File: config.mk
export PLATFORM = sky130hd
export DESIGN_NAME = tcdm_master_port
export DESIGN_NICKNAME = d
export VERILOG_FILES = /design/src/design/tcdm_pkg.sv /design/src/design/tcdm_master_port.sv
export SDC_FILE = /design/constraint.sdc
export NUM_CORES = 1
export LEC_CHECK = 0
export BUFFER_PORTS_ARGS = -buffer_cell sky130_fd_sc_hd__buf_2
export CAP_MARGIN = 40
export CORE_AREA = 2 2 99 101
export CTS_CLUSTER_DIAMETER = 40
export DETAILED_ROUTE_END_ITERATION = 6
export DIE_AREA = 0 0 101 103
export PLACE_DENSITY = 0.45
export SETUP_SLACK_MARGIN = 0.1
export SYNTH_ARGS = -nofsm -noshare
export SYNTH_HDL_FRONTEND = slang
export SYNTH_SLANG_ARGS = --single-unit
File: constraint.sdc
create_clock -name clk_i -period 1.9 [get_ports clk_i]
set_clock_uncertainty 0.15 [all_clocks]
set_input_delay 0.38 -clock clk_i [delete_from_list [all_inputs] [get_ports clk_i]]
set_output_delay 0.38 -clock clk_i [all_outputs]
set_load 0.05 [all_outputs]
File: src/design/tcdm_pkg.sv
// atop encoding follows RISC-V funct5; LR/SC and unknown codes decode to a plain access
package tcdm_pkg;

  // bit 5 flags an atomic, bits 4..0 carry funct5
  localparam int ATOP_WIDTH = 6;

  localparam logic [4:0] ATOP_ADD  = 5'b00000;
  localparam logic [4:0] ATOP_SWAP = 5'b00001;
  localparam logic [4:0] ATOP_XOR  = 5'b00100;
  localparam logic [4:0] ATOP_OR   = 5'b01000;
  localparam logic [4:0] ATOP_AND  = 5'b01100;
  localparam logic [4:0] ATOP_MIN  = 5'b10000;
  localparam logic [4:0] ATOP_MAX  = 5'b10100;
  localparam logic [4:0] ATOP_MINU = 5'b11000;
  localparam logic [4:0] ATOP_MAXU = 5'b11100;

  // operation applied inside a bank
  typedef enum logic [3:0] {
    AMO_NONE = 4'h0,
    AMO_SWAP = 4'h1,
    AMO_ADD  = 4'h2,
    AMO_AND  = 4'h3,
    AMO_OR   = 4'h4,
    AMO_XOR  = 4'h5,
    AMO_MAX  = 4'h6,
    AMO_MAXU = 4'h7,
    AMO_MIN  = 4'h8,
    AMO_MINU = 4'h9
  } amo_op_e;

  function automatic amo_op_e atop_to_amo(input logic [ATOP_WIDTH-1:0] atop);
    amo_op_e op;
    op = AMO_NONE;
    if (atop[ATOP_WIDTH-1]) begin
      case (atop[4:0])
        ATOP_ADD:  op = AMO_ADD;
        ATOP_SWAP: op = AMO_SWAP;
        ATOP_XOR:  op = AMO_XOR;
        ATOP_OR:   op = AMO_OR;
        ATOP_AND:  op = AMO_AND;
        ATOP_MIN:  op = AMO_MIN;
        ATOP_MAX:  op = AMO_MAX;
        ATOP_MINU: op = AMO_MINU;
        ATOP_MAXU: op = AMO_MAXU;
        default:   op = AMO_NONE;
      endcase
    end
    return op;
  endfunction

endpackage
File: src/design/tcdm_master_port.sv
// one request in flight per master; the response has no back-pressure and must be taken
`timescale 1ns/1ps

module tcdm_master_port #(
  parameter int  NUM_BANKS      = 4,
  parameter int  DATA_WIDTH     = 32,
  parameter int  ADDR_WIDTH     = 32,
  parameter int  ROW_WIDTH      = 6,
  localparam int BANK_SEL_WIDTH = $clog2(NUM_BANKS),
  localparam int BE_WIDTH       = DATA_WIDTH / 8
) (
  input  logic                                 clk_i,
  input  logic                                 rst_n_i,
  input  logic                                 req_i,
  input  logic                                 we_i,
  input  logic [ADDR_WIDTH-1:0]                addr_i,
  input  logic [DATA_WIDTH-1:0]                wdata_i,
  input  logic [BE_WIDTH-1:0]                  be_i,
  input  logic [tcdm_pkg::ATOP_WIDTH-1:0]      atop_i,
  output logic                                 bank_req_o,
  output logic [BANK_SEL_WIDTH-1:0]            bank_sel_o,
  output logic [ROW_WIDTH-1:0]                 row_o,
  input  logic [NUM_BANKS-1:0]                 bank_gnt_i,
  input  logic [NUM_BANKS-1:0][DATA_WIDTH-1:0] bank_rdata_i,
  output logic                                 gnt_o,
  output logic                                 r_valid_o,
  output logic [DATA_WIDTH-1:0]                r_rdata_o
);

  localparam int BYTE_OFF_WIDTH = $clog2(BE_WIDTH);

  logic [BANK_SEL_WIDTH-1:0] gnt_bank;
  logic [BANK_SEL_WIDTH-1:0] rsp_bank_q;
  logic                      rsp_valid_q;

  // word interleaved: offset, then bank, then row
  assign bank_req_o = req_i;
  assign bank_sel_o = addr_i[BYTE_OFF_WIDTH +: BANK_SEL_WIDTH];
  assign row_o      = addr_i[BYTE_OFF_WIDTH + BANK_SEL_WIDTH +: ROW_WIDTH];

  assign gnt_o = |bank_gnt_i;

  always_comb begin
    gnt_bank = '0;
    for (int b = 0; b < NUM_BANKS; b++) begin
      if (bank_gnt_i[b]) begin
        gnt_bank = BANK_SEL_WIDTH'(b);
      end
    end
  end

  always_ff @(posedge clk_i) begin
    if (!rst_n_i) begin
      rsp_valid_q <= 1'b0;
    end else begin
      rsp_valid_q <= gnt_o;
    end
  end

  always_ff @(posedge clk_i) begin
    if (gnt_o) begin
      rsp_bank_q <= gnt_bank;
    end
  end

  assign r_valid_o = rsp_valid_q;
  assign r_rdata_o = bank_rdata_i[rsp_bank_q];

  // only the addressed bank may grant, and never two at once
  a_gnt_from_own_bank : assert property (@(posedge clk_i) disable iff (!rst_n_i)
    $onehot0(bank_gnt_i) && (gnt_o -> bank_gnt_i[bank_sel_o]));

  // a waiting master keeps its request and fields stable until granted
  a_req_stable : assert property (@(posedge clk_i) disable iff (!rst_n_i)
    req_i && !gnt_o |=> req_i && $stable({addr_i, we_i, wdata_i, be_i, atop_i}));

endmodule

# Yosys cells after proc, flatten, opt, wreduce, memory -nomap -nowiden
# Index checks and enable logic that the tools add are counted.
# Widths: inputs -> output; s select.
op_classes:
  reduce_logical: 2
  n_shift: 0
  n_eq_ne: 0
  multipliers: 0
  add_sub_neg: 0
  bitwise: 0
  magnitude_cmp: 1
  n_div: 0
  n_mux: 4
op_table:
  columns: ["op", "n"]
  rows:
  - ["$bmux 32 s2", 1]
  - ["$mux 32", 1]
  - ["$reduce_or 4->1", 1]
  - ["$lt 2x3->1 const B", 1]
  - ["$mux 1", 2]
  - ["$reduce_or 2->1", 1]
totals:
  latch_bits: 0
  output_inout_bits: 43
  n_memories: 0
  elab_cells: 10
  ff_bits: 3
  romBits: 0
  ram_bits: 0

# Depth between registers and ports, before layout
depth:
  word_depth: 2
  mapped_depth: 3
  depth_no_buf: 2

# Least setup slack after synthesis
# OpenSTA, ideal clock, no wires.
synth_timing:
  kind: "register to output"
  from: "register rsp_bank_q[0]"
  to: "output r_rdata_o[30]"
  path_stages_with_launch: 3
  t_required_ps: 1370
  path_buffers: 1
  setup_slack_ps: 111
  t_arrival_ps: 1259
  cell_sequence: "edfxtp_1 buf_6 mux4_1"
synth_via:
  elab_chain_len: 2
synth_lines:
  columns: ["item", "line", "rtl"]
  rows:
  - ["from (decl)", "tcdm_master_port.sv:33", "logic [BANK_SEL_WIDTH-1:0] rsp_bank_q;"]
  - ["from (signal assigned)", "tcdm_master_port.sv:62", "rsp_bank_q <= gnt_bank;"]
  - ["$bmux 32 s2", "tcdm_master_port.sv:67", "assign r_rdata_o = bank_rdata_i[rsp_bank_q];"]
  - ["$mux 32 (implied by the code)", "tcdm_master_port.sv:67", null]
  - ["to (decl)", "tcdm_master_port.sv:27", "output logic [DATA_WIDTH-1:0] r_rdata_o"]
# Every way passes these cells. The select of a mux whose other input is x is not followed.

# Worst setup path after layout
layout_timing:
  from: "register rsp_bank_q[0]"
  to: "output r_rdata_o[17]"
# Same word-level chain as after synthesis.

==> flow_summary.toml <==
[timing]
period_share_pct = 111.8
finalSetupViolations = 32
rsz0062_at_grt = "yes"
relSlewSlack_pct = 83.66
setup_slack_ns = -0.2238
max_clock_freq_mhz = 470.9
layout_min_cycle_time_ns = 2.124
finalHoldViolations = 0
drv_slew = 0
worstMarginPinSlew_ns = 0.2468

[finish]
stdcell_count = 334
utilization_pct = 23.62
drive_gt1_share_pct = 96.36
seq_area_um2 = 80.08
area_growth_pct = 124.9
final_nets = 431
num_antenna_cells = 0
multi_input_area_um2 = 748.2
fillers = 1031

[floorplanning]
die_h_um = 103
die_area_um2 = 10400
ioPinCount = 253
core_area_um2 = 9459
die_w_um = 101
rows = 36
initial_core_util_pct = 10.50

[detailed_routing]
drc = 0
ant_nets = 0
wl_per_cell_um = 18.93
drt_iter0_markers = 13
first_pass_iters = 4
vias = 1344
met2_length_um = 2954
wl_um = 6321
dr.max_layer_used = "met4"
wl_met3_um = 731
wl_met1_um = 2496
viasPerCell = 4.024

[critical_path]
cp.arrival_ns = 1.59
slowest_stage = "mux4_2"
max_stage_delay_ns = 0.52
path_cells = "buf_12, clkbuf_16, mux4_2, buf_6"
crit_fanout = 6
critical_path_class = "register to primary output"
crit_required_ns = 1.37
crit_family = "multiplexers"
startpoint_type = "register"
crit_buf_inv = 3
worstSetupEndpointType = "primary output"

[clocking]
root_buffer = "clkbuf_8"
cts_tree = "yes"
clock_sinks = 3
numCtsBuffers = 3
clockBufferDepth = 2
cts.clk_slew.worst_paths_ns = 0.03
h-tree-depth = 1

[global_route]
grt_pass1_vias = 1412
grt_pass1_wl_um = 8155
antenna_found_initial = 0
grt_usage_pct = 10.81
grt_max_degree = 21
overflow = 0

[power]
p_leak_uw = 0.001098
p_switching_uw = 593.0
pwr_density_cell_nw_per_um2 = 572.1
p_int_uw = 685.5
peakVddDrop_mv = 0.2100
switching_share_pct = 46.39
pwr-share-clk_pct = 14.8
comb_power_share_pct = 79.0
seqPwrFrac_pct = 6.2

[min_path]
hp-class = "primary input to register"

[job]
drv_cap = 0

[run_status]
violations = "setup timing"
status = "finished, violations left"

[yosys]
ys_seq_elements = 3
ys_types = 13
synth_warnings = 0
synth_seq_area_share_pct = 8.060
syn_inst = 56
syn_nets = 266
syn_area_um2 = 993.5
syn_avg_cell_area_um2 = 17.74

[place]
place_congestion = 0.8451
place_inst = 326
port_buffers = 167
place_hpwl_um = 5610
-- power by group through the flow --
stage / combinational, uW / sequential [uW] / clock, uW
2_1_floorplan: 624 / 83.4 / 0
3_3_place_gp: 836 / 81.6 / 0
3_5_place_dp: 837 / 81.8 / 0
4_1_cts: 999 / 79.1 / 196
5_1_grt: 1050 / 79.7 / 203
6_report: 1010 / 79.0 / 189
-- Yosys cell counts --
| master | instances | area, um2 |
|---|---|---|
| a21o_1 | 1 | 7.510 |
| buf_2 | 3 | 15.01 |
| or2_2 | 1 | 6.260 |
| buf_4 | 9 | 67.56 |
| buf_6 | 1 | 11.26 |
| mux4_1 | 2 | 52.55 |
| inv_1 | 1 | 3.750 |
| and2_1 | 1 | 6.260 |
| or4_1 | 1 | 7.510 |
| edfxtp_1 | 2 | 60.06 |
| mux4_2 | 30 | 675.7 |
| dfxtp_1 | 1 | 20.02 |
| buf_12 | 3 | 60.06 |
-- layout make-up --
type                       count  share of cell area, %
clock buffer                   4                  2.016
inverter                       1                 0.1680
multi-input combinational     36                  33.48
sequential                     3                  3.583
tap                          114                  6.383
timing repair buffer         176                  54.37
-- logic make-up (layout without fill, tap and decap cells) --
group                  count (synthesis)  in the layout  share of synthesized area, %
DFF                                    3              3                         8.061
and+or+nand+nor                        3              3                         2.016
muxes                                 32             32                         73.30
buffers and inverters                 17            181                         15.87
AOI/OAI and AO/OA                      1              1                        0.7559
-- layout by cell type (no fill, tap or decap) --
master     count
buf_12         4
clkbuf_16      2
mux4_2        32
and2_1         1
clkbuf_1       1
a21o_1         1
dfxtp_1        1
edfxtp_1       2
or2_2          1
inv_1          1
or4_1          1
buf_16         1
clkbuf_8       3
buf_8          1
buf_6         31
buf_2        134
buf_4          3
-- registers in the layout, summed over array words and instances, names as in the netlist --
register / count
rsp_bank_q: 2
r_valid_o: 1
-- layer usage --
| layer | vias to the layer above | global-route usage, % |
|---|---|---|
| met5 | - | 0 |
| met4 | 0 | 3.742 |
| met3 | 12 | 2.237 |
| met2 | 129 | 18.26 |
| met1 | 623 | 13.77 |
| li1 | 580 | - |
-- metrics by stage --
step | setup TNS [ns] | total power, uW | setup WS [ns] | instance area (um2) | hold WS [ns]
finish | -6.326 | 1279 | -0.2238 | 2235 | 0.2101
global route | -7.942 | 1337 | -0.2629 | 2235 | 0.2254
CTS | -6.807 | 1275 | -0.2453 | 2182 | 0.2061
detailed placement | -1.786 | 919.0 | -0.1003 | 1893 | 0.4408
global placement | -1.173 | 917.3 | -0.08066 | 1893 | 0.4421
floorplan | 0 | 707.7 | 0.1111 | 993.5 | 0.3517
-- what timing repair did --
action | 4_1_cts | 5_1_grt
endpoints found under the hold margin | 0 | 0
setup buffers | 1 | 0
setup endpoints to repair | 32 | 33
gates resized for setup | 68 | 2
gates cloned | 1 | 2
hold buffers | 0 | 0
-- worst paths after layout --
check | depth (start not counted) | to | startpoint | slack [ns]
hold / removal | 2 | r_valid_o$_SDFF_PN0_ | rst_n_i | 0.21
setup / recovery | 4 | r_rdata_o[17] | rsp_bank_q[0]$_SDFFCE_PP1P_ | -0.22
Power figures use the tool's default switching activity.
