<file path="src/design/tcdm_pkg.sv">
// atop encoding follows RISC-V funct5; LR/SC and unknown codes decode to a plain access
package tcdm_pkg;

  // bit 5 flags an atomic, bits 4..0 carry funct5
  localparam int ATOP_WIDTH = 6;

  localparam logic [4:0] ATOP_ADD  = 5'b00000;
  localparam logic [4:0] ATOP_SWAP = 5'b00001;
  localparam logic [4:0] ATOP_XOR  = 5'b00100;
  localparam logic [4:0] ATOP_OR   = 5'b01000;
  localparam logic [4:0] ATOP_AND  = 5'b01100;
  localparam logic [4:0] ATOP_MIN  = 5'b10000;
  localparam logic [4:0] ATOP_MAX  = 5'b10100;
  localparam logic [4:0] ATOP_MINU = 5'b11000;
  localparam logic [4:0] ATOP_MAXU = 5'b11100;

  // operation applied inside a bank
  typedef enum logic [3:0] {
    AMO_NONE = 4'h0,
    AMO_SWAP = 4'h1,
    AMO_ADD  = 4'h2,
    AMO_AND  = 4'h3,
    AMO_OR   = 4'h4,
    AMO_XOR  = 4'h5,
    AMO_MAX  = 4'h6,
    AMO_MAXU = 4'h7,
    AMO_MIN  = 4'h8,
    AMO_MINU = 4'h9
  } amo_op_e;

  function automatic amo_op_e atop_to_amo(input logic [ATOP_WIDTH-1:0] atop);
    amo_op_e op;
    op = AMO_NONE;
    if (atop[ATOP_WIDTH-1]) begin
      case (atop[4:0])
        ATOP_ADD:  op = AMO_ADD;
        ATOP_SWAP: op = AMO_SWAP;
        ATOP_XOR:  op = AMO_XOR;
        ATOP_OR:   op = AMO_OR;
        ATOP_AND:  op = AMO_AND;
        ATOP_MIN:  op = AMO_MIN;
        ATOP_MAX:  op = AMO_MAX;
        ATOP_MINU: op = AMO_MINU;
        ATOP_MAXU: op = AMO_MAXU;
        default:   op = AMO_NONE;
      endcase
    end
    return op;
  endfunction

endpackage
</file>
<file path="src/design/tcdm_bank_if.sv">
// one bank port; rdata is valid the cycle after req, ready drops during an atomic write-back
`timescale 1ns/1ps

interface tcdm_bank_if #(
  parameter int DATA_WIDTH = 32,
  parameter int ROW_WIDTH  = 6
);

  localparam int BE_WIDTH = DATA_WIDTH / 8;

  // request side, driven by the arbiter
  logic                  req;
  logic [ROW_WIDTH-1:0]  row;
  logic                  we;
  logic [DATA_WIDTH-1:0] wdata;
  logic [BE_WIDTH-1:0]   be;
  tcdm_pkg::amo_op_e     amo;

  // bank side
  logic                  ready;
  logic [DATA_WIDTH-1:0] rdata;

  modport arbiter (
    output req, row, we, wdata, be, amo,
    input  ready
  );

  modport bank (
    input  req, row, we, wdata, be, amo,
    output ready, rdata
  );

endinterface

</file>
<file path="src/design/tcdm_amo_bank.sv">
// single-port bank with registered read; atomics write the full word and block the bank a cycle
`timescale 1ns/1ps

module tcdm_amo_bank #(
  parameter int DATA_WIDTH = 32,
  parameter int ROW_WIDTH  = 6
) (
  input  logic      clk_i,
  input  logic      rst_n_i,
  tcdm_bank_if.bank bank
);

  localparam int BE_WIDTH = DATA_WIDTH / 8;
  localparam int DEPTH    = 2 ** ROW_WIDTH;

  logic [DATA_WIDTH-1:0] mem_q [DEPTH];
  logic [DATA_WIDTH-1:0] rdata_q;

  logic                  plain_write;
  logic                  is_atomic;

  // write-back state for a pending atomic
  logic                  wb_q;
  tcdm_pkg::amo_op_e     amo_q;
  logic [DATA_WIDTH-1:0] operand_q;
  logic [ROW_WIDTH-1:0]  row_q;

  logic [DATA_WIDTH-1:0] amo_result;
  logic                  signed_lt;
  logic                  unsigned_lt;

  assign is_atomic   = bank.amo != tcdm_pkg::AMO_NONE;
  assign plain_write = bank.req && bank.we && !is_atomic;

  always_ff @(posedge clk_i) begin
    if (!rst_n_i) begin
      wb_q <= 1'b0;
    end else begin
      wb_q <= bank.req && is_atomic;
    end
  end

  always_ff @(posedge clk_i) begin
    if (bank.req) begin
      amo_q     <= bank.amo;
      operand_q <= bank.wdata;
      row_q     <= bank.row;
    end
  end

  // old word is captured on every access, writes included
  always_ff @(posedge clk_i) begin
    if (bank.req) begin
      rdata_q <= mem_q[bank.row];
    end
    if (plain_write) begin
      for (int b = 0; b < BE_WIDTH; b++) begin
        if (bank.be[b]) begin
          mem_q[bank.row][8*b +: 8] <= bank.wdata[8*b +: 8];
        end
      end
    end else if (wb_q) begin
      mem_q[row_q] <= amo_result;
    end
  end

  assign signed_lt   = $signed(rdata_q) < $signed(operand_q);
  assign unsigned_lt = rdata_q < operand_q;

  // atomic ALU works on the old word read in the grant cycle
  always_comb begin
    case (amo_q)
      tcdm_pkg::AMO_SWAP: amo_result = operand_q;
      tcdm_pkg::AMO_ADD:  amo_result = rdata_q + operand_q;
      tcdm_pkg::AMO_AND:  amo_result = rdata_q & operand_q;
      tcdm_pkg::AMO_OR:   amo_result = rdata_q | operand_q;
      tcdm_pkg::AMO_XOR:  amo_result = rdata_q ^ operand_q;
      tcdm_pkg::AMO_MAX:  amo_result = signed_lt ? operand_q : rdata_q;
      tcdm_pkg::AMO_MAXU: amo_result = unsigned_lt ? operand_q : rdata_q;
      tcdm_pkg::AMO_MIN:  amo_result = signed_lt ? rdata_q : operand_q;
      tcdm_pkg::AMO_MINU: amo_result = unsigned_lt ? rdata_q : operand_q;
      default:            amo_result = rdata_q;
    endcase
  end

  assign bank.ready = !wb_q;
  assign bank.rdata = rdata_q;

  // the arbiter must hold off while the result is written back
  a_no_req_in_wb : assert property (@(posedge clk_i) disable iff (!rst_n_i)
    wb_q |-> !bank.req);

endmodule

</file>
<file path="src/flat_wrapper.sv">
// flat-port wrapper written by rule: the top's interface ports become plain ports
module tcdm_amo_bank_flat 
#(
  parameter int DATA_WIDTH = 32,
  parameter int ROW_WIDTH  = 6
)
  (clk_i, rst_n_i, bank_req, bank_row, bank_we, bank_wdata, bank_be, bank_amo, bank_ready, bank_rdata);
  tcdm_bank_if #(.DATA_WIDTH(DATA_WIDTH), .ROW_WIDTH(ROW_WIDTH)) bank_i ();
  input  logic clk_i;
  input  logic rst_n_i;
  input wire logic [$bits(bank_i.req)-1:0] bank_req;
  input wire logic [$bits(bank_i.row)-1:0] bank_row;
  input wire logic [$bits(bank_i.we)-1:0] bank_we;
  input wire logic [$bits(bank_i.wdata)-1:0] bank_wdata;
  input wire logic [$bits(bank_i.be)-1:0] bank_be;
  input wire logic [$bits(bank_i.amo)-1:0] bank_amo;
  output wire logic [$bits(bank_i.ready)-1:0] bank_ready;
  output wire logic [$bits(bank_i.rdata)-1:0] bank_rdata;
  assign bank_i.req = bank_req;
  assign bank_i.row = bank_row;
  assign bank_i.we = bank_we;
  assign bank_i.wdata = bank_wdata;
  assign bank_i.be = bank_be;
  assign bank_i.amo = bank_amo;
  assign bank_ready = bank_i.ready;
  assign bank_rdata = bank_i.rdata;
  tcdm_amo_bank #(.DATA_WIDTH(DATA_WIDTH), .ROW_WIDTH(ROW_WIDTH)) u_core (.clk_i(clk_i), .rst_n_i(rst_n_i), .bank(bank_i));
endmodule
</file>
<file path="config.mk">
export PLATFORM = sky130hd
export DESIGN_NAME = tcdm_amo_bank_flat
export DESIGN_NICKNAME = d
export VERILOG_FILES = /design/src/design/tcdm_pkg.sv /design/src/design/tcdm_bank_if.sv /design/src/design/tcdm_amo_bank.sv /design/src/flat_wrapper.sv
export SDC_FILE = /design/constraint.sdc
export NUM_CORES = 2
export LEC_CHECK = 0
export ABC_AREA = 1
export BUFFER_PORTS_ARGS = -buffer_cell sky130_fd_sc_hd__buf_4
export CAP_MARGIN = 5
export CORE_ASPECT_RATIO = 1.4
export CORE_UTILIZATION = 40
export DETAILED_ROUTE_END_ITERATION = 8
export GPL_ROUTABILITY_DRIVEN = 0
export PLACE_DENSITY = 0.53
export SYNTH_ARGS = -nofsm -noshare
export SYNTH_HDL_FRONTEND = slang
export SYNTH_SLANG_ARGS = --single-unit
</file>
<file path="constraint.sdc">
create_clock -name clk_i -period 8.3 [get_ports clk_i]
set_input_delay 0.415 -clock clk_i [delete_from_list [all_inputs] [get_ports clk_i]]
set_output_delay 0.415 -clock clk_i [all_outputs]
set_load 0.01 [all_outputs]
</file>
# Word level (Yosys, flattened, before mapping)
# Memory sizes are Yosys's and may differ from the RTL's. A register that Yosys moved wholly into a read port is not among the register bits.
# Index checks and enable logic that the tools add are counted.
[totals] output_inout_bits=33 inputBits=50 n_memories=1 reg_bits=43 wordCells=50 ramBits=2048
[classes] add_sub_neg=1 n_lt_le_gt_ge=2 bitwise_logic=3 reduce_logical=7 mux=23 eq_ne=9
[mem_list] memory="u_core.mem_q" depth=64 word_bits=32 read_ports=1 rd_ports_with_merged_regs=1 wr=1 line="tcdm_amo_bank.sv:16" rtl="logic [DATA_WIDTH-1:0] mem_q [DEPTH];"
[ops] cell="one-hot mux 32 bit (9 select lines)" count=1
[ops] cell="2-to-1 mux 32 bit" count=5
[ops] cell="< comparator 32 bit" count=2
[ops] cell="adder 32 bit" count=1
[ops] cell="AND 32 bit" count=1
[ops] cell="bitwise OR 32 bit" count=1
[ops] cell="OR reduction 32 bit" count=1
[ops] cell="bitwise XOR 32 bit" count=1
[ops] cell="equality test 4 x 3 -> 1 bit (second input constant)" count=4
[ops] cell="2-to-1 mux 1 bit" count=15
[ops] cell="equality test 4 x 2 -> 1 bit (second input constant)" count=2
[ops] cell="equality test 4 bit (second input constant)" count=2
[ops] cell="2-to-1 mux 6 bit" count=1
[ops] cell="equality test 4 x 1 -> 1 bit (second input constant)" count=1
[ops] cell="2-to-1 mux 4 bit" count=1
[ops] cell="nonzero test 4 bit" count=1
[ops] cell="logical AND 1 bit" count=3
[ops] cell="zero test 1 bit" count=2

# Logic depth before layout (Yosys ltp)
[logic_depth] ltp_word=7 mapped_depth=21 depth_no_buf=19

# Worst setup path after synthesis
# Ideal clock, no wire load.
[synth_timing] path_kind="register -> register" from="register u_core.rdata_q[29] (netlist: u_core.bank.rdata[29]), read port of u_core.mem_q" to="memory u_core.mem_q[0][5] (data pin)" period_less_slack_ns=3.438 stages_incl_launch_ff=17 t_required_ns=7.944 arrival_ns=3.082 setup_ns=0.356 slack_ns=4.862 path_cell_list="edfxtp_1 -> inv_1 -> ha_1 -> inv_1 -> nand3_1 -> nor2_2 -> and3_1 -> nand2_2 -> buf_4 -> nand3_4 -> nand2_2 -> buf_6 -> nor2_1 -> nor2_1 -> nand3_1 -> nand2_1 -> nand2_1"
[synth_between] elab_chain_len=4 elab_cells_between_ends=8
[synth_rtl] element="start: declaration" line="tcdm_amo_bank.sv:17" rtl="logic [DATA_WIDTH-1:0] rdata_q;"
[synth_rtl] element="< comparator 32 bit (on tied branches)" line="tcdm_amo_bank.sv:68, tcdm_amo_bank.sv:67"
[synth_rtl] element="2-to-1 mux 32 bit (on tied branches)"
[synth_rtl] element="one-hot mux 32 bit (9 select lines) (*)" line="tcdm_amo_bank.sv:72" rtl="case (amo_q)"
[synth_rtl] element="2-to-1 mux 32 bit (no source line) (*)"
[synth_rtl] element="end: declaration" line="tcdm_amo_bank.sv:16"
# Mark *: on every way between the ends. The rest lies on a longest branch, timed or not.

# Worst setup path after layout
[layout_timing] from="register u_core.rdata_q[14] (netlist: u_core.bank.rdata[14]), read port of u_core.mem_q" to="memory u_core.mem_q[7][19] (data pin)"
# Same word-level chain as after synthesis.

==> metrics.md <==
| Metric | Value |
|---|---|
| Outcome | `finished, final reports clean` |
| Final Max Tran Viols | `0` |
| PnR Total Power | `23620 uW` |
| Cell variety after synth | `50` |
| Setup Crit Path Kind | `reg -> reg` |
| Critical path arrival | `6.14 ns` |
| R2R depth | `20` |
| Global-route wire length before repair | `430.4 mm` |
| Ranking of synthesized cells by area | `edfxtp_1 70%, o21ai_0 7.4%, nor2_1 7.1%` |
| Static Leak | `0.03265 uW` |
| Routed wl met2 | `142.5 mm` |
| Wirelength per Cell | `27.72 um` |
| Post-Syn Instances | `7757` |
| Number of remaining DRC errors | `0` |
| Top delay family on crit path | `simple AND/OR/NAND/NOR gates` |
| Largest stage delay, worst path | `0.58 ns` |
| Relative slew slack | `13.10%` |
| Leading area contributor after synthesis | `edfxtp_1` |
| Least-Margin Pin Slew | `1.299 ns` |
| Clock period minus final worst setup slack | `5.585 ns` |
| Ys async rst share | `0%` |
| Hold path depth | `1` |
| Vias | `63810` |
| Crit-path cells | `inv_1 -> ha_1 -> inv_1 -> nand2_1 -> nor3_2 -> nand2_1 -> nor2_1 -> nand2_1 -> nand2_1 -> nand2_2 -> nand2_4 -> nand2_2 -> nand2_2 -> buf_4 -> nand2_1 -> nand3_1 -> nand3_1 -> nand2_1 -> nand2_2 -> buf_4` |
| Top sig layer | `met5` |
| Ratio of cells with drive above 1 in the final layout | `6.996%` |
| YS warnings | `0` |
| Boundary Pins | `83` |
| Met1 WL | `120.3 mm` |
| CTS tree | `done` |
| HP Class | `in -> reg` |
| CP max stage cell | `buf_4` |
| FF+latch count, synth | `2123` |
| Power per standard cell area | `235.2 nW/um2` |
| Multi-input gate area | `23800 um2` |
| GRT Resource Usage Total | `25.74%` |
| Post-synthesis cell area | `90410 um2` |
| Die H | `564.5 um` |
| CTS buffer count | `205` |
| Antenna Violating Nets Remaining | `0` |
| Port bufs | `82` |
| CP required | `8.86 ns` |
| Syn Area/Cell | `11.66 um2` |
| Largest net degree at the start of global routing | `168` |
| Clk_lat worst skew | `0.88 ns` |
| Worst path bufs/invs | `4` |
| Max Clk Rate | `179.1 MHz` |
| Die area | `228000 um2` |
| Most frequent cells in the layout | `2122 x edfxtp_1, 1713 x nor2_1, 1343 x o21ai_0, 641 x o22ai_1, 550 x nand2_1` |
| CP most frequent cell | `nand2_1` |
| DP Wirelength | `178.3 mm` |
| Clock slew at reported path FFs | `0.07 ns` |
| Grt total ovfl | `0` |
| CTS H-tree lvls | `4` |
| Register area | `63740 um2` |
| Most common cell after layout, fill and taps aside | `edfxtp_1` |
| Setup Skew | `0.05003 ns` |
| Die width | `403.8 um` |
| Setup TNS | `0 ns` |
| Tcrit/Tclk final | `67.29%` |
| Post-synth top area share | `70.48%` |
| Row count | `206` |
| P&R area growth vs syn | `11.06%` |
| Hold Vio Cnt, Final | `0` |
| RSZ-0062 raised after global routing | `no` |
| Layout fillers | `20650` |
| Worst Setup End Kind | `flop` |
| RR Startpoint | `u_core.bank.rdata[14]$_DFFE_PP_` |
| Synth Flop Type | `edfxtp_1` |
| Met3 wire length | `22.09 mm` |
| Min-Delay Endpoint | `u_core.row_q[1]$_DFFE_PP_` |
| CTS root buf | `clkbuf_16` |
| R2R setup slack | `2.72 ns` |
| FF-to-FF End | `u_core.mem_q[7][19]$_DFFE_PP_` |
| Starting Density | `40.23%` |
| Post-CTS sizing | `0` |
| Sequential cell area fraction in the yosys report | `70.50%` |
| Routed vias/inst | `5.881` |
| 1st-pass router iterations | `7` |
| Clock tree buffer depth | `4` |
| Clock Sinks | `2123` |
| MaxCap Viol Count | `0` |
| Final setup violation count | `0` |
| WL final | `300.8 mm` |
| Number of global-route vias before repair | `60000` |
| Worst vdd rail ir drop | `0.0001755 V` |
| Kind of launch point of the worst setup path | `flop` |
| EDFF count, synth | `2122` |
| Core Region | `224800 um2` |
| Synth Net Count | `7904` |
| Initial DRC count | `7017` |
| Critical Path Fanout Max | `51` |
| Initial antenna violation count | `11` |
| Worst hold start | `bank_row[1]` |
| Layout net count | `7811` |
power breakdown:
part | total, uW | internal [uW] | switching, uW
clock | 9060 | 4990 | 4070
combinational | 2440 | 558 | 1880
sequential | 12100 | 12100 | 39.5
metrics by stage:
stage	hold WS, ns	setup WS [ns]	instances	util, %	area, um2
2_1_floorplan	0.5139	4.862	7757	-	90410
6_report	0.1752	2.715	10850	44.67	100400
3_3_place_gp	0.6068	2.915	10440	41.70	93720
5_1_grt	0.1474	2.392	10840	44.66	100400
3_5_place_dp	0.6045	2.864	10440	41.70	93720
4_1_cts	0.1004	2.830	10840	44.66	100400
how the worst max path moves through the flow:
stage | slack, ns | to | depth (start not counted) | startpoint
floorplan | 4.86 | u_core.mem_q[0][5]$_DFFE_PP_ | 16 | u_core.bank.rdata[29]$_DFFE_PP_
global placement | 2.92 | u_core.mem_q[26][19]$_DFFE_PP_ | 20 | u_core.bank.rdata[7]$_DFFE_PP_
detailed placement | 2.86 | u_core.mem_q[26][19]$_DFFE_PP_ | 20 | u_core.bank.rdata[14]$_DFFE_PP_
CTS | 2.83 | u_core.mem_q[7][19]$_DFFE_PP_ | 20 | u_core.bank.rdata[14]$_DFFE_PP_
global route | 2.39 | u_core.mem_q[7][19]$_DFFE_PP_ | 20 | u_core.bank.rdata[14]$_DFFE_PP_
finish | 2.72 | u_core.mem_q[7][19]$_DFFE_PP_ | 20 | u_core.bank.rdata[14]$_DFFE_PP_
sequential cells by signal (all words and copies together), names as in the netlist:
register and count:
u_core.amo_q 4, u_core.bank.rdata 32, u_core.mem_q 2048, u_core.operand_q 32, u_core.row_q 6, u_core.wb_q 1
cell families after synthesis:
family	count (synthesis)	share of synthesized area [%]
buf+inv	726	3.263
flops	2123	70.50
fa+ha+maj	97	1.351
xor+xnor	1	0.009689
compound gates	2181	13.29
simple gates	2629	11.59
what timing repair did:
| item | CTS | global route |
|---|---|---|
| hold buffers | 38 | 0 |
| hold endpoints to repair | 59 | 0 |
| endpoints found under the setup margin | 0 | 0 |
| setup buffers | 0 | 0 |
final cells by class:
class                   instances  area share [%]
flip-flops and latches       2123           63.48
multi-input cells            4908           23.71
clock buffers                 256           5.321
well taps                    3016           3.758
repair buffers                234           2.032
clock inverters               106          0.9196
inverters                     192          0.7414
diodes                         15         0.03738
layer usage:
metal	GRT usage [%]	vias to the layer above
met5	0	-
met4	13.02	4
met3	3.851	621
met2	41.77	2953
met1	33.63	32150
li1	-	28090
cell usage after synthesis, drive strengths merged, types with 5 or more instances:
cell type  instances
o21bai             5
nor2            1732
o221ai            10
clkbuf           388
o2111ai            7
nor3              21
a211oi             6
inv              187
o211ai             9
clkinv             5
a21oi             95
buf              146
nand2            590
nand4             19
o22ai            641
o32ai             28
nor4               7
a21o               5
edfxtp          2122
ha                96
o21ai           1362
nand3            253
a31oi              6
Note: power is estimated with default switching activity, not from simulation.
