**config.mk**
```make
export PLATFORM = sky130hd
export DESIGN_NAME = tcdm_bank_arbiter_flat
export DESIGN_NICKNAME = d
export VERILOG_FILES = /design/src/design/tcdm_pkg.sv /design/src/design/tcdm_bank_if.sv /design/src/design/tcdm_bank_arbiter.sv /design/src/flat_wrapper.sv
export SDC_FILE = /design/constraint.sdc
export NUM_CORES = 1
export LEC_CHECK = 0
export ABC_CLOCK_PERIOD_IN_PS = 3600
export BUFFER_PORTS_ARGS = -buffer_cell sky130_fd_sc_hd__buf_4
export CAP_MARGIN = 30
export CORE_AREA = 5 5 100 102
export DETAILED_ROUTE_END_ITERATION = 8
export DIE_AREA = 0 0 105 107
export PLACE_DENSITY = 0.56
export SETUP_SLACK_MARGIN = 0.2
export SYNTH_ARGS = -nofsm -noshare
export SYNTH_HDL_FRONTEND = slang
export SYNTH_SLANG_ARGS = --single-unit
```
**constraint.sdc**
```tcl
create_clock -name clk_i -period 3.6 [get_ports clk_i]
set_clock_uncertainty 0.15 [all_clocks]
set_input_delay 0.36 -clock clk_i [delete_from_list [all_inputs] [get_ports clk_i]]
set_output_delay 0.36 -clock clk_i [all_outputs]
set_load 0.03 [all_outputs]
```
**src/design/tcdm_pkg.sv**
```systemverilog
// atop encoding follows RISC-V funct5; LR/SC and unknown codes decode to a plain access
package tcdm_pkg;

  // bit 5 flags an atomic, bits 4..0 carry funct5
  localparam int ATOP_WIDTH = 6;

  localparam logic [4:0] ATOP_ADD  = 5'b00000;
  localparam logic [4:0] ATOP_SWAP = 5'b00001;
  localparam logic [4:0] ATOP_XOR  = 5'b00100;
  localparam logic [4:0] ATOP_OR   = 5'b01000;
  localparam logic [4:0] ATOP_AND  = 5'b01100;
  localparam logic [4:0] ATOP_MIN  = 5'b10000;
  localparam logic [4:0] ATOP_MAX  = 5'b10100;
  localparam logic [4:0] ATOP_MINU = 5'b11000;
  localparam logic [4:0] ATOP_MAXU = 5'b11100;

  // operation applied inside a bank
  typedef enum logic [3:0] {
    AMO_NONE = 4'h0,
    AMO_SWAP = 4'h1,
    AMO_ADD  = 4'h2,
    AMO_AND  = 4'h3,
    AMO_OR   = 4'h4,
    AMO_XOR  = 4'h5,
    AMO_MAX  = 4'h6,
    AMO_MAXU = 4'h7,
    AMO_MIN  = 4'h8,
    AMO_MINU = 4'h9
  } amo_op_e;

  function automatic amo_op_e atop_to_amo(input logic [ATOP_WIDTH-1:0] atop);
    amo_op_e op;
    op = AMO_NONE;
    if (atop[ATOP_WIDTH-1]) begin
      case (atop[4:0])
        ATOP_ADD:  op = AMO_ADD;
        ATOP_SWAP: op = AMO_SWAP;
        ATOP_XOR:  op = AMO_XOR;
        ATOP_OR:   op = AMO_OR;
        ATOP_AND:  op = AMO_AND;
        ATOP_MIN:  op = AMO_MIN;
        ATOP_MAX:  op = AMO_MAX;
        ATOP_MINU: op = AMO_MINU;
        ATOP_MAXU: op = AMO_MAXU;
        default:   op = AMO_NONE;
      endcase
    end
    return op;
  endfunction

endpackage
```
**src/design/tcdm_bank_if.sv**
```systemverilog
// one bank port; rdata is valid the cycle after req, ready drops during an atomic write-back
`timescale 1ns/1ps

interface tcdm_bank_if #(
  parameter int DATA_WIDTH = 32,
  parameter int ROW_WIDTH  = 6
);

  localparam int BE_WIDTH = DATA_WIDTH / 8;

  // request side, driven by the arbiter
  logic                  req;
  logic [ROW_WIDTH-1:0]  row;
  logic                  we;
  logic [DATA_WIDTH-1:0] wdata;
  logic [BE_WIDTH-1:0]   be;
  tcdm_pkg::amo_op_e     amo;

  // bank side
  logic                  ready;
  logic [DATA_WIDTH-1:0] rdata;

  modport arbiter (
    output req, row, we, wdata, be, amo,
    input  ready
  );

  modport bank (
    input  req, row, we, wdata, be, amo,
    output ready, rdata
  );

endinterface

```
**src/design/tcdm_bank_arbiter.sv**
```systemverilog
// round-robin over masters addressing this bank; nothing is granted while the bank is not ready
`timescale 1ns/1ps

module tcdm_bank_arbiter #(
  parameter int  NUM_MASTERS    = 4,
  parameter int  NUM_BANKS      = 4,
  parameter int  DATA_WIDTH     = 32,
  parameter int  ROW_WIDTH      = 6,
  parameter int  BANK_ID        = 0,
  localparam int BANK_SEL_WIDTH = $clog2(NUM_BANKS),
  localparam int BE_WIDTH       = DATA_WIDTH / 8
) (
  input  logic                                                clk_i,
  input  logic                                                rst_n_i,
  input  logic [NUM_MASTERS-1:0]                              req_i,
  input  logic [NUM_MASTERS-1:0][BANK_SEL_WIDTH-1:0]          bank_sel_i,
  input  logic [NUM_MASTERS-1:0][ROW_WIDTH-1:0]               row_i,
  input  logic [NUM_MASTERS-1:0]                              we_i,
  input  logic [NUM_MASTERS-1:0][DATA_WIDTH-1:0]              wdata_i,
  input  logic [NUM_MASTERS-1:0][BE_WIDTH-1:0]                be_i,
  input  logic [NUM_MASTERS-1:0][tcdm_pkg::ATOP_WIDTH-1:0]    atop_i,
  output logic [NUM_MASTERS-1:0]                              gnt_o,
  tcdm_bank_if.arbiter                                        bank
);

  localparam int MASTER_IDX_WIDTH = (NUM_MASTERS > 1) ? $clog2(NUM_MASTERS) : 1;

  logic [NUM_MASTERS-1:0]      hit;
  logic [MASTER_IDX_WIDTH-1:0] rr_q;
  logic [MASTER_IDX_WIDTH-1:0] win_idx;
  logic                        win_valid;
  int                          cand;

  for (genvar m = 0; m < NUM_MASTERS; m++) begin : gen_hit
    assign hit[m] = req_i[m] && (bank_sel_i[m] == BANK_SEL_WIDTH'(BANK_ID));
  end

  // search starts at the pointer and wraps around
  always_comb begin
    win_valid = 1'b0;
    win_idx   = rr_q;
    for (int k = 0; k < NUM_MASTERS; k++) begin
      cand = int'(rr_q) + k;
      if (cand >= NUM_MASTERS) begin
        cand = cand - NUM_MASTERS;
      end
      if (!win_valid && hit[cand]) begin
        win_valid = 1'b1;
        win_idx   = MASTER_IDX_WIDTH'(cand);
      end
    end
  end

  always_comb begin
    gnt_o = '0;
    if (win_valid && bank.ready) begin
      gnt_o[win_idx] = 1'b1;
    end
  end

  assign bank.req   = win_valid && bank.ready;
  assign bank.row   = row_i[win_idx];
  assign bank.we    = we_i[win_idx];
  assign bank.wdata = wdata_i[win_idx];
  assign bank.be    = be_i[win_idx];
  assign bank.amo   = tcdm_pkg::atop_to_amo(atop_i[win_idx]);

  // pointer moves past the master just served
  always_ff @(posedge clk_i) begin
    if (!rst_n_i) begin
      rr_q <= '0;
    end else if (bank.req) begin
      if (win_idx == MASTER_IDX_WIDTH'(NUM_MASTERS - 1)) begin
        rr_q <= '0;
      end else begin
        rr_q <= win_idx + 1'b1;
      end
    end
  end

  // a master just served yields the bank to any other master waiting on it
  for (genvar m = 0; m < NUM_MASTERS; m++) begin : gen_rr_check
    a_rr_yield : assert property (@(posedge clk_i) disable iff (!rst_n_i)
      $past(rst_n_i) && $past(gnt_o[m]) && bank.ready &&
      (|(hit & ~(NUM_MASTERS'(1) << m))) |-> !gnt_o[m]);
  end

endmodule

```
**src/flat_wrapper.sv**
```systemverilog
// flat-port wrapper written by rule: the top's interface ports become plain ports
module tcdm_bank_arbiter_flat 
#(
  parameter int  NUM_MASTERS    = 4,
  parameter int  NUM_BANKS      = 4,
  parameter int  DATA_WIDTH     = 32,
  parameter int  ROW_WIDTH      = 6,
  parameter int  BANK_ID        = 0,
  localparam int BANK_SEL_WIDTH = $clog2(NUM_BANKS),
  localparam int BE_WIDTH       = DATA_WIDTH / 8
)
  (clk_i, rst_n_i, req_i, bank_sel_i, row_i, we_i, wdata_i, be_i, atop_i, gnt_o, bank_req, bank_row, bank_we, bank_wdata, bank_be, bank_amo, bank_ready);
  tcdm_bank_if #(.DATA_WIDTH(DATA_WIDTH), .ROW_WIDTH(ROW_WIDTH)) bank_i ();
  input  logic clk_i;
  input  logic rst_n_i;
  input  logic [NUM_MASTERS-1:0] req_i;
  input  logic [NUM_MASTERS-1:0][BANK_SEL_WIDTH-1:0] bank_sel_i;
  input  logic [NUM_MASTERS-1:0][ROW_WIDTH-1:0] row_i;
  input  logic [NUM_MASTERS-1:0] we_i;
  input  logic [NUM_MASTERS-1:0][DATA_WIDTH-1:0] wdata_i;
  input  logic [NUM_MASTERS-1:0][BE_WIDTH-1:0] be_i;
  input  logic [NUM_MASTERS-1:0][tcdm_pkg::ATOP_WIDTH-1:0] atop_i;
  output logic [NUM_MASTERS-1:0] gnt_o;
  output wire logic [$bits(bank_i.req)-1:0] bank_req;
  output wire logic [$bits(bank_i.row)-1:0] bank_row;
  output wire logic [$bits(bank_i.we)-1:0] bank_we;
  output wire logic [$bits(bank_i.wdata)-1:0] bank_wdata;
  output wire logic [$bits(bank_i.be)-1:0] bank_be;
  output wire logic [$bits(bank_i.amo)-1:0] bank_amo;
  input wire logic [$bits(bank_i.ready)-1:0] bank_ready;
  assign bank_req = bank_i.req;
  assign bank_row = bank_i.row;
  assign bank_we = bank_i.we;
  assign bank_wdata = bank_i.wdata;
  assign bank_be = bank_i.be;
  assign bank_amo = bank_i.amo;
  assign bank_i.ready = bank_ready;
  tcdm_bank_arbiter #(.NUM_MASTERS(NUM_MASTERS), .NUM_BANKS(NUM_BANKS), .DATA_WIDTH(DATA_WIDTH), .ROW_WIDTH(ROW_WIDTH), .BANK_ID(BANK_ID)) u_core (.clk_i(clk_i), .rst_n_i(rst_n_i), .req_i(req_i), .bank_sel_i(bank_sel_i), .row_i(row_i), .we_i(we_i), .wdata_i(wdata_i), .be_i(be_i), .atop_i(atop_i), .gnt_o(gnt_o), .bank(bank_i));
endmodule
```
# Word-level counts from Yosys, hierarchy flattened
# Memory sizes are Yosys's and may differ from the RTL's.
# Cells that the tools add are included.
# word_totals
reg_bits,2
latch_bits,0
mem_bits_rw,0
romBits,128
output_inout_bits,52
memories,1
# memory_table
name,words,width,rd,rd_clocked_by_memory_dff,wr,line,rtl
(name not given),32,4,1,0,0,tcdm_pkg.sv:35,case (atop[4:0])
# op_classes
addsub,8
n_mul,0
div,0
order_cmp,10
eq_ne,1
shifts,0
mux,39
n_bitwise,0
n_reduce_logical,16
# op_table
op,n
32-bit two-way mux,5
"32-bit by 4-bit less-than comparator with 1-bit output, second input constant",4
"32-bit by 4-bit >= comparator with 1-bit output, second input constant",3
"32-bit by 4-bit subtractor with 32-bit output, second input constant",3
32-bit binary-select mux with 2-bit select,1
6-bit binary-select mux with 2-bit select,2
1-bit two-way mux,14
4-bit two-way mux,3
6-bit two-way mux,2
1-bit binary-select mux with 2-bit select,5
2-bit two-way mux,5
1-bit logical AND,9
4-bit binary-select mux with 2-bit select,1
2-bit zero test,4
"2-bit by 2-bit adder with 3-bit output, second input constant",2
"2-bit by 3-bit subtractor with 4-bit output, second input constant",1
"2-bit by 1-bit adder with 3-bit output, second input constant",1
"2-bit by 3-bit >= comparator with 1-bit output, second input constant",1
1-bit zero test,3
"2-bit by 3-bit less-than comparator with 1-bit output, second input constant",1
"2-bit by 1-bit adder with 2-bit output, second input constant",1
1-bit demux with 2-bit select,1
"2-bit == test, second input constant",1
"2-bit by 1-bit >= comparator with 1-bit output, second input constant",1

# Depth between registers and ports, before layout
# Gate-level depths: netlist (run 1).
# logic_depth
ltp_word,20
depth_mapped,11

# Worst setup path before layout (run 1)
# No wires, ideal clock.
# synth_path
kind,input -> output
start,input bank_sel_i[1] (netlist name)
end,output bank_amo[0]
t_arrival_ps,2848
required_time_ps,3090
setup_slack_ps,242
cell_stages,8
cell_sequence,or3b_4 -> nor3b_1 -> o41a_1 -> buf_6 -> mux2i_1 -> mux2_2 -> or4_1 -> a31oi_1
# synth_between
elab_chain_len,19
elab_cells_between_ends,31
classes_between,mux: 22; reduce/logical: 8; memory: 1
# synth_lines
item,line,rtl
from (decl),flat_wrapper.sv:17,input logic [NUM_MASTERS-1:0][BANK_SEL_WIDTH-1:0] bank_sel_i;
2-bit zero test *,tcdm_bank_arbiter.sv:35,assign hit[m] = req_i[m] && (bank_sel_i[m] == BANK_SEL_WIDTH'(BANK_ID));
1-bit logical AND *,tcdm_bank_arbiter.sv:35,
1-bit binary-select mux with 2-bit select,tcdm_bank_arbiter.sv:47,if (!win_valid && hit[cand]) begin
1-bit two-way mux (not written as such) (2 in series),tcdm_bank_arbiter.sv:47,
1-bit two-way mux,tcdm_bank_arbiter.sv:47,
1-bit zero test,tcdm_bank_arbiter.sv:47,
1-bit logical AND,tcdm_bank_arbiter.sv:47,
1-bit two-way mux,tcdm_bank_arbiter.sv:47,
[2 not listed],--,
1-bit two-way mux,tcdm_bank_arbiter.sv:47,
1-bit zero test,tcdm_bank_arbiter.sv:47,
1-bit logical AND,tcdm_bank_arbiter.sv:47,
2-bit two-way mux *,tcdm_bank_arbiter.sv:47,
6-bit binary-select mux with 2-bit select *,tcdm_bank_arbiter.sv:66,assign bank.amo = tcdm_pkg::atop_to_amo(atop_i[win_idx]);
6-bit two-way mux (not written as such) *,tcdm_bank_arbiter.sv:66,
memory 32 x 4 bit,--,
4-bit two-way mux *,tcdm_pkg.sv:34,if (atop[ATOP_WIDTH-1]) begin
to (decl),flat_wrapper.sv:29,output wire logic [$bits(bank_i.amo)-1:0] bank_amo;
# Mark *: on every way between the ends. The rest lies on a longest branch, timed or not. The select of a mux whose other input is x is not followed.

# Worst setup path after layout (run 1)
# layout_path
start,input bank_sel_i[0] (netlist name)
end,output bank_amo[0]
# Same word-level chain as after synthesis.

==> metrics.md, run 1 <==
| Metric | Value |
|---|---|
| Crit path cell chain | buf_6 > or3b_4 > nor3b_4 > o41a_4 > mux2i_1 > mux2_4 > or4_1 > a31oi_1 > buf_4 |
| Clk pwr share | 7.7% |
| Rel. slew slack | 68.0% |
| Net Sw Power | 0.000545 W |
| Post-synthesis cell type count | 34 |
| RSZ-0062 raised after global routing | yes |
| Worst slack, placed | 153 ps |
| Worst hold path depth | 2 |
| Hold Crit Class | in -> reg |
| Detail Placement HPWL | 8230 µm |
| Post-Synthesis Cells | 262 |
| First-pass DRT Iterations | 4 |
| GPL Wtd Cong | 0.837 |
| Hold_sp | rst_n_i |
| Reg2Reg Capture Point | u_core.rr_q[1]$_SDFFE_PN0P_ |
| Reg with most FFs | u_core.rr_q |
| Max reg flops | 2 |
| Drt total wl | 9680 µm |
| CTS tree | built |
| Worst hold slack | 232 ps |
| Main synth FF type | dfxtp_1 |
| CP max stage delay | 560 ps |
| Sequential share of the synthesized area | 2.04% |
| Vias/cell | 4.65 |
| Reg2Reg Setup Slack | 1390 ps |
| Total I/O pin count | 263 |
| WL per Instance | 15.4 µm |
| Final Max Slew Viols | 0 |
| Worst reg2reg path depth | 7 |
| Area of the multi-input gates | 1830 µm² |
| Post-synth top cells | mux2i_1 (55), mux2_2 (47), a21oi_1 (45) |
| #FFs+latches synth | 2 |
| Startpoint Class | primary input |
| Clk_lat worst skew | 210 ps |
| Crit Path Category | in -> out |
| Worst setup EP type | primary output |
| Synth top area share | 28.1% |
| Max IR drop VDD | 0.000130 V |
| Die height | 107 µm |
| Fin Setup TNS | 0 ps |
| Final hold vios | 0 |
| Area growth, synth to finish | 112% |
| Top cells by area, synth | mux2i_1 (28%), mux2_2 (27%), a21oi_1 (11%) |
| Post-synth ARST share | 0% |
| Die area | 11200 µm² |
| Mapped Area | 1960 µm² |
| DP Area | 4040 µm² |
| Inserted Diodes | 0 |
| H-tree depth | 1 |
| Die Wd | 105 µm |
| Tmin final | 3390 ps |
| Initial antenna violation count | 0 |
| Finished Cell Area | 4150 µm² |
| Slowest-stage cell, CP | o41a_4 |
| Arrival time worst endpoint | 2880 ps |
| Yosys warns | 0 |
| Slew @ Worst Pin | 480 ps |
| Antenna violation net count after detailed routing | 0 |
| Share of layout cells above drive strength 1 | 64.0% |
| Combinational power share | 89.9% |
| Syn_nets | 477 |
| Hold Buf Count CTS | 0 |
| CTS buffer count | 3 |
| Via count | 2919 |
| Sequential power share | 2.4% |
| Sw frac | 48.3% |
| # DRC | 0 |
| Post-synthesis area per instance | 7.48 µm² |
| Cell taking the most area after synthesis | mux2i_1 |
| Crit Path Max Fanout | 8 |
| Buf/Inv on CP | 2 |
| Total GRT Usage | 15.2% |
| Final setup viols | 0 |
| Hold path endpoint | u_core.rr_q[1]$_SDFFE_PN0P_ |
| Final worst-path cycle share | 94.1% |
| Crit-path leading delay family | simple AND/OR/NAND/NOR gates |
| Post-synth EDFFs | 0 |
| Top Registers | u_core.rr_q (2) |
| Core Area | 9020 µm² |
| Clk pin slew, worst setup/hold paths | 30 ps |
| Fillers | 935 |
| Number of global-route vias before repair | 2891 |
| 1st-iter DRT viols | 83 |
| Grt ovf | 0 |
| Status | complete, no violations |
| Fin nets | 734 |
| Pint | 0.000585 W |
| Initial Util | 21.7% |
| CTS sink count | 2 |
| Worst r2r src | u_core.rr_q[1]$_SDFFE_PN0P_ |
| Port Buffers | 262 |
| Fmax | 295 MHz |
| FP Rows | 35 |
| Clock buffer depth | 2 |
| Most common cell in the netlist | mux2i_1 |
| Critical path data required time | 3090 ps |
| Largest net degree at the start of global routing | 67 |
| CTS root buf | clkbuf_8 |
| Pleak | 2.06 nW |
| First-pass GRT wire length | 14100 µm |
| Max_cap viols | 0 |
| Pwr/cell area | 272 nW/µm² |
| Sequential cell area | 40.0 µm² |
| Setup WS post-layout | 212 ps |
-- worst register-to-register path, stage by stage, from the launching register on --
cell and delay (ps):
dfxtp_1 320, inv_1 130, o221ai_1 180, a21oi_4 330, buf_4 490, ha_1 320, mux2i_1 130, nor2b_1 60
-- cells in the final DEF (no fill, tap or decap), types with 2 or more instances in the layout --
cell      synthesis  routed
a21oi_1          45      45
and2_1            4       4
buf_4             0     271
buf_6             1       3
clkbuf_8          0       3
dfxtp_1           2       2
ha_1              4       4
inv_1             4       4
mux2_2           47      46
mux2i_1          55      54
nand2_1           2       2
nand3_1           4       4
nand3b_1          2       2
nor2_1           44      44
nor3_1            2       2
nor3b_4           1       2
o21ai_0           5       5
o221ai_1          2       2
-- routing by layer --
layer / GRT usage [%] / vias to the layer above / wire length, µm / share of wire, %
li1: - / 1483 / - / -
met1: 16.0 / 1279 / 3400 / 35
met2: 29.0 / 149 / 5170 / 53
met3: 5.84 / 8 / 1020 / 11
met4: 2.19 / 0 / 83 / 0.86
met5: 0 / - / 0 / 0
-- how the worst max path moves through the flow --
stage / from / cells after the start / slack, ps / to
2_1_floorplan: bank_sel_i[1] / 8 / 240 / bank_amo[0]
3_3_place_gp: bank_sel_i[1] / 9 / 140 / bank_amo[0]
3_5_place_dp: bank_sel_i[1] / 9 / 150 / bank_amo[0]
4_1_cts: bank_sel_i[1] / 9 / 210 / bank_amo[0]
5_1_grt: bank_sel_i[0] / 9 / 120 / bank_amo[0]
6_report: bank_sel_i[0] / 9 / 210 / bank_amo[0]
-- what timing repair did --
item,4_1_cts,5_1_grt
pin swaps,1,4
setup buffers,0,4
gates resized for setup,0,8
setup endpoints to repair,1,3
-- power by group through the flow --
stage | sequential (W) | clock (W) | combinational [W]
2_1_floorplan | 0.0000264 | 0 | 0.000601
3_3_place_gp | 0.0000270 | 0 | 0.00100
3_5_place_dp | 0.0000270 | 0 | 0.00101
4_1_cts | 0.0000268 | 0.0000913 | 0.00101
5_1_grt | 0.0000271 | 0.0000943 | 0.00109
6_report | 0.0000268 | 0.0000872 | 0.00102
-- stage by stage --
step	power [W]	cells	utilization (%)
floorplan	0.000627	262	-
global placement	0.00103	621	44.8
detailed placement	0.00104	621	44.8
CTS	0.00113	624	45.3
global route	0.00121	628	46.0
finish	0.00113	628	46.0
-- cell families after synthesis --
logic type	after synthesis	share of synthesized area, %
multiplexers	102	55.1
AND/OR/NAND/NOR	67	16.6
AO/OA/AOI/OAI	60	17.6
buffers and inverters	27	6.13
adder cells (fa/ha/maj)	4	2.55
flip-flops	2	2.04
-- cell type report --
class | instances | area share [%]
clock buffers | 3 | 0.994
inverters | 4 | 0.362
multi-input cells | 233 | 44.0
flip-flops and latches | 2 | 0.964
well taps | 111 | 3.34
repair buffers | 275 | 50.3
Note: power is estimated with default switching activity, not from simulation.
==> run 2, diff against run 1 <==
--- a/config.mk
+++ b/config.mk
@@ -12,6 +12,7 @@
 export DETAILED_ROUTE_END_ITERATION = 8
 export DIE_AREA = 0 0 105 107
 export PLACE_DENSITY = 0.56
+export REMOVE_ABC_BUFFERS = 1
 export SETUP_SLACK_MARGIN = 0.2
 export SYNTH_ARGS = -nofsm -noshare
 export SYNTH_HDL_FRONTEND = slang
==> run 2 against run 1 <==
Against the previous run: clock power rose by 4.0%; global-route usage decreased by 0.53 points; clock-buffer cell count did not move; die area stayed put; critical path depth increased by 1; worst hold slack worse by 10 ps; design area rose by 0.60%; sequential share of layout area about the same.
==> metrics.md, run 2 (same netlist as run 1, synthesis figures left out) <==
| Metric | Value |
|---|---|
| Status | complete, no violations (unchanged) |
| Pwr/cell area | 273 nW/µm² (was 272 nW/µm²) |
| Arrival time worst endpoint | 2800 ps (was 2880 ps) |
| Critical path data required time | 3090 ps (about the same) |
| First-pass GRT wire length | 13800 µm (was 14100 µm) |
| Grt ovf | 0 (unchanged) |
| Net Sw Power | 0.000549 W (was 0.000545 W) |
| Commonest non-fill, non-tap cell in the layout | buf_4 (unchanged) |
| Port Buffers | 262 (unchanged) |
| Crit path cell chain | buf_4 > or3b_4 > nor3b_4 > o41a_4 > buf_8 > mux2i_1 > mux2i_1 > or4_1 > a31oi_1 > buf_4 (was buf_6 > or3b_4 > nor3b_4 > o41a_4 > mux2i_1 > mux2_4 > or4_1 > a31oi_1 > buf_4) |
| Die area | 11200 µm² (unchanged) |
| Final cell count without fillers | 629 (was 628) |
| Core Area | 9020 µm² (unchanged) |
| Slew @ Worst Pin | 431 ps (was 480 ps) |
| Finished Cell Area | 4180 µm² (was 4150 µm²) |
| Antenna violation net count after detailed routing | 0 (unchanged) |
| Finished Core Util | 46.3% (was 46.0%) |
| Initial Util | 21.7% (unchanged) |
| Hold_sp | rst_n_i (unchanged) |
| Tmin final | 3310 ps (was 3390 ps) |
| 1st-iter DRT viols | 58 (was 83) |
| Most frequent cells in the layout | buf_4 (271), mux2i_1 (54), mux2_2 (47) (was buf_4 (271), mux2i_1 (54), mux2_2 (46)) |
| Combinational power share | 89.7% (was 89.9%) |
| Largest net degree at the start of global routing | 83 (was 67) |
| Slowest-stage cell, CP | or4_1 (was o41a_4) |
| Top Registers | u_core.rr_q (2) (unchanged) |
| Crit Path Max Fanout | 7 (was 8) |
| RSZ-0062 raised after global routing | yes (unchanged) |
| Worst reg2reg path depth | 7 (unchanged) |
| Clk pin slew, worst setup/hold paths | 30 ps (about the same) |
| Clk pwr share | 7.9% (was 7.7%) |
| DP Area | 4060 µm² (was 4040 µm²) |
| First-pass DRT Iterations | 4 (unchanged) |
| Via count | 2884 (was 2919) |
| CTS sink count | 2 (unchanged) |
| Worst r2r src | u_core.rr_q[0]$_SDFFE_PN0P_ (was u_core.rr_q[1]$_SDFFE_PN0P_) |
| WL per Instance | 15.0 µm (was 15.4 µm) |
| Initial antenna violation count | 0 (unchanged) |
| Startpoint Class | primary input (unchanged) |
| GR peak layer | met2 (unchanged) |
| Clk_lat worst skew | 210 ps (about the same) |
| Hold Crit Class | in -> reg (unchanged) |
| Inserted Diodes | 0 (unchanged) |
| # DRC | 0 (unchanged) |
| Reg2Reg Capture Point | u_core.rr_q[1]$_SDFFE_PN0P_ (unchanged) |
| Vias/cell | 4.59 (was 4.65) |
| Pint | 0.000593 W (was 0.000585 W) |
| Fmax | 302 MHz (was 295 MHz) |
| Die Wd | 105 µm (unchanged) |
| GPL Wtd Cong | 0.806 (was 0.837) |
| Share of layout cells above drive strength 1 | 64.3% (was 64.0%) |
| M3 GR Usage | 3.25% (was 5.84%) |
| M2 GR Usage | 29.8% (was 29.0%) |
| Final Max Slew Viols | 0 (unchanged) |
| Final worst-path cycle share | 91.9% (was 94.1%) |
| Worst hold path depth | 2 (unchanged) |
| Rel. slew slack | 71.3% (was 68.0%) |
| Global-route met1 utilization | 15.5% (was 16.0%) |
| Area growth, synth to finish | 113% (was 112%) |
| Total I/O pin count | 263 (unchanged) |
| Final setup viols | 0 (unchanged) |
| Total GRT Usage | 14.7% (was 15.2%) |
| Placed insts | 622 (was 621) |
| Detail Placement HPWL | 7980 µm (was 8230 µm) |
| Buf/Inv on CP | 3 (was 2) |
| Max reg flops | 2 (unchanged) |
| Hold Buf Count CTS | 0 (unchanged) |
| Die height | 107 µm (unchanged) |
| CTS tree | built (unchanged) |
| Number of global-route vias before repair | 2943 (was 2891) |
| Clock buffer depth | 2 (unchanged) |
| Crit Path Category | in -> out (unchanged) |
| FP Rows | 35 (unchanged) |
| Fillers | 893 (was 935) |
| Final hold vios | 0 (unchanged) |
| Fin nets | 735 (was 734) |
| Sequential power share | 2.4% (about the same) |
| Reg with most FFs | u_core.rr_q (unchanged) |
| Sw frac | 48.1% (was 48.3%) |
| Hold path endpoint | u_core.rr_q[1]$_SDFFE_PN0P_ (unchanged) |
| Max IR drop VDD | 0.000141 V (was 0.000130 V) |
| CTS buffer count | 3 (unchanged) |
| H-tree depth | 1 (unchanged) |
| CP max stage delay | 510 ps (was 560 ps) |
| Drt total wl | 9440 µm (was 9680 µm) |
| Crit-path leading delay family | simple AND/OR/NAND/NOR gates (unchanged) |
| Max_cap viols | 0 (unchanged) |
| Worst setup EP type | primary output (unchanged) |
| Pleak | 2.07 nW (was 2.06 nW) |
| CTS root buf | clkbuf_8 (unchanged) |
| Reg2Reg Setup Slack | 1450 ps (was 1390 ps) |
[run 2: cell type report]
| cell class | instances | area (µm²) | area share (%) |
|---|---|---|---|
| timing repair buffer | 276 | 2110 | 50.6 |
| multi-input combinational | 233 | 1830 | 43.8 |
| tap | 111 | 139 | 3.32 |
| clock buffer | 3 | 41.3 | 0.988 |
| sequential | 2 | 40.0 | 0.958 |
| inverter | 4 | 15.0 | 0.359 |
[run 2: metal layers]
| layer | vias to the layer above | share of wire [%] |
|---|---|---|
| met5 | - | 0 |
| met4 | 0 | 0.74 |
| met3 | 6 | 8.0 |
| met2 | 118 | 56 |
| met1 | 1286 | 35 |
| li1 | 1474 | - |
[run 2: repair_timing]
item                                    in CTS  in global routing
gates cloned                                 0                  0
gates resized for setup                      1                  8
pin swaps                                    1                  1
endpoints found under the setup margin       1                 12
buffers inserted                             0                  4
[run 2: worst max path at each step]
stage                  start             end  slack (ps)  cells past startpoint
2_1_floorplan  bank_sel_i[5]     bank_amo[0]       -2540                      7
3_3_place_gp   bank_sel_i[1]     bank_amo[0]         150                     10
3_5_place_dp   bank_sel_i[1]     bank_amo[0]         150                     10
4_1_cts        bank_sel_i[5]  bank_wdata[19]         230                     10
5_1_grt        bank_sel_i[5]  bank_wdata[23]         190                     10
6_report       bank_sel_i[0]     bank_amo[0]         290                     10
[run 2: through the flow]
step           power, W  TNS (ps)  hold WS [ps]  setup slack [ps]
2_1_floorplan  0.000643   -104450           338             -2540
3_3_place_gp    0.00103         0           398               153
3_5_place_dp    0.00105         0           407               151
4_1_cts         0.00114         0           218               228
5_1_grt         0.00122         0           246               188
6_report        0.00114         0           222               291
[run 2: power groups by stage]
stage / sequential (W) / clock, W / combinational (W)
floorplan: 0.0000264 / 0 / 0.000617
global placement: 0.0000269 / 0 / 0.00101
detailed placement: 0.0000271 / 0 / 0.00102
CTS: 0.0000269 / 0.0000930 / 0.00102
global route: 0.0000272 / 0.0000935 / 0.00110
finish: 0.0000269 / 0.0000907 / 0.00102
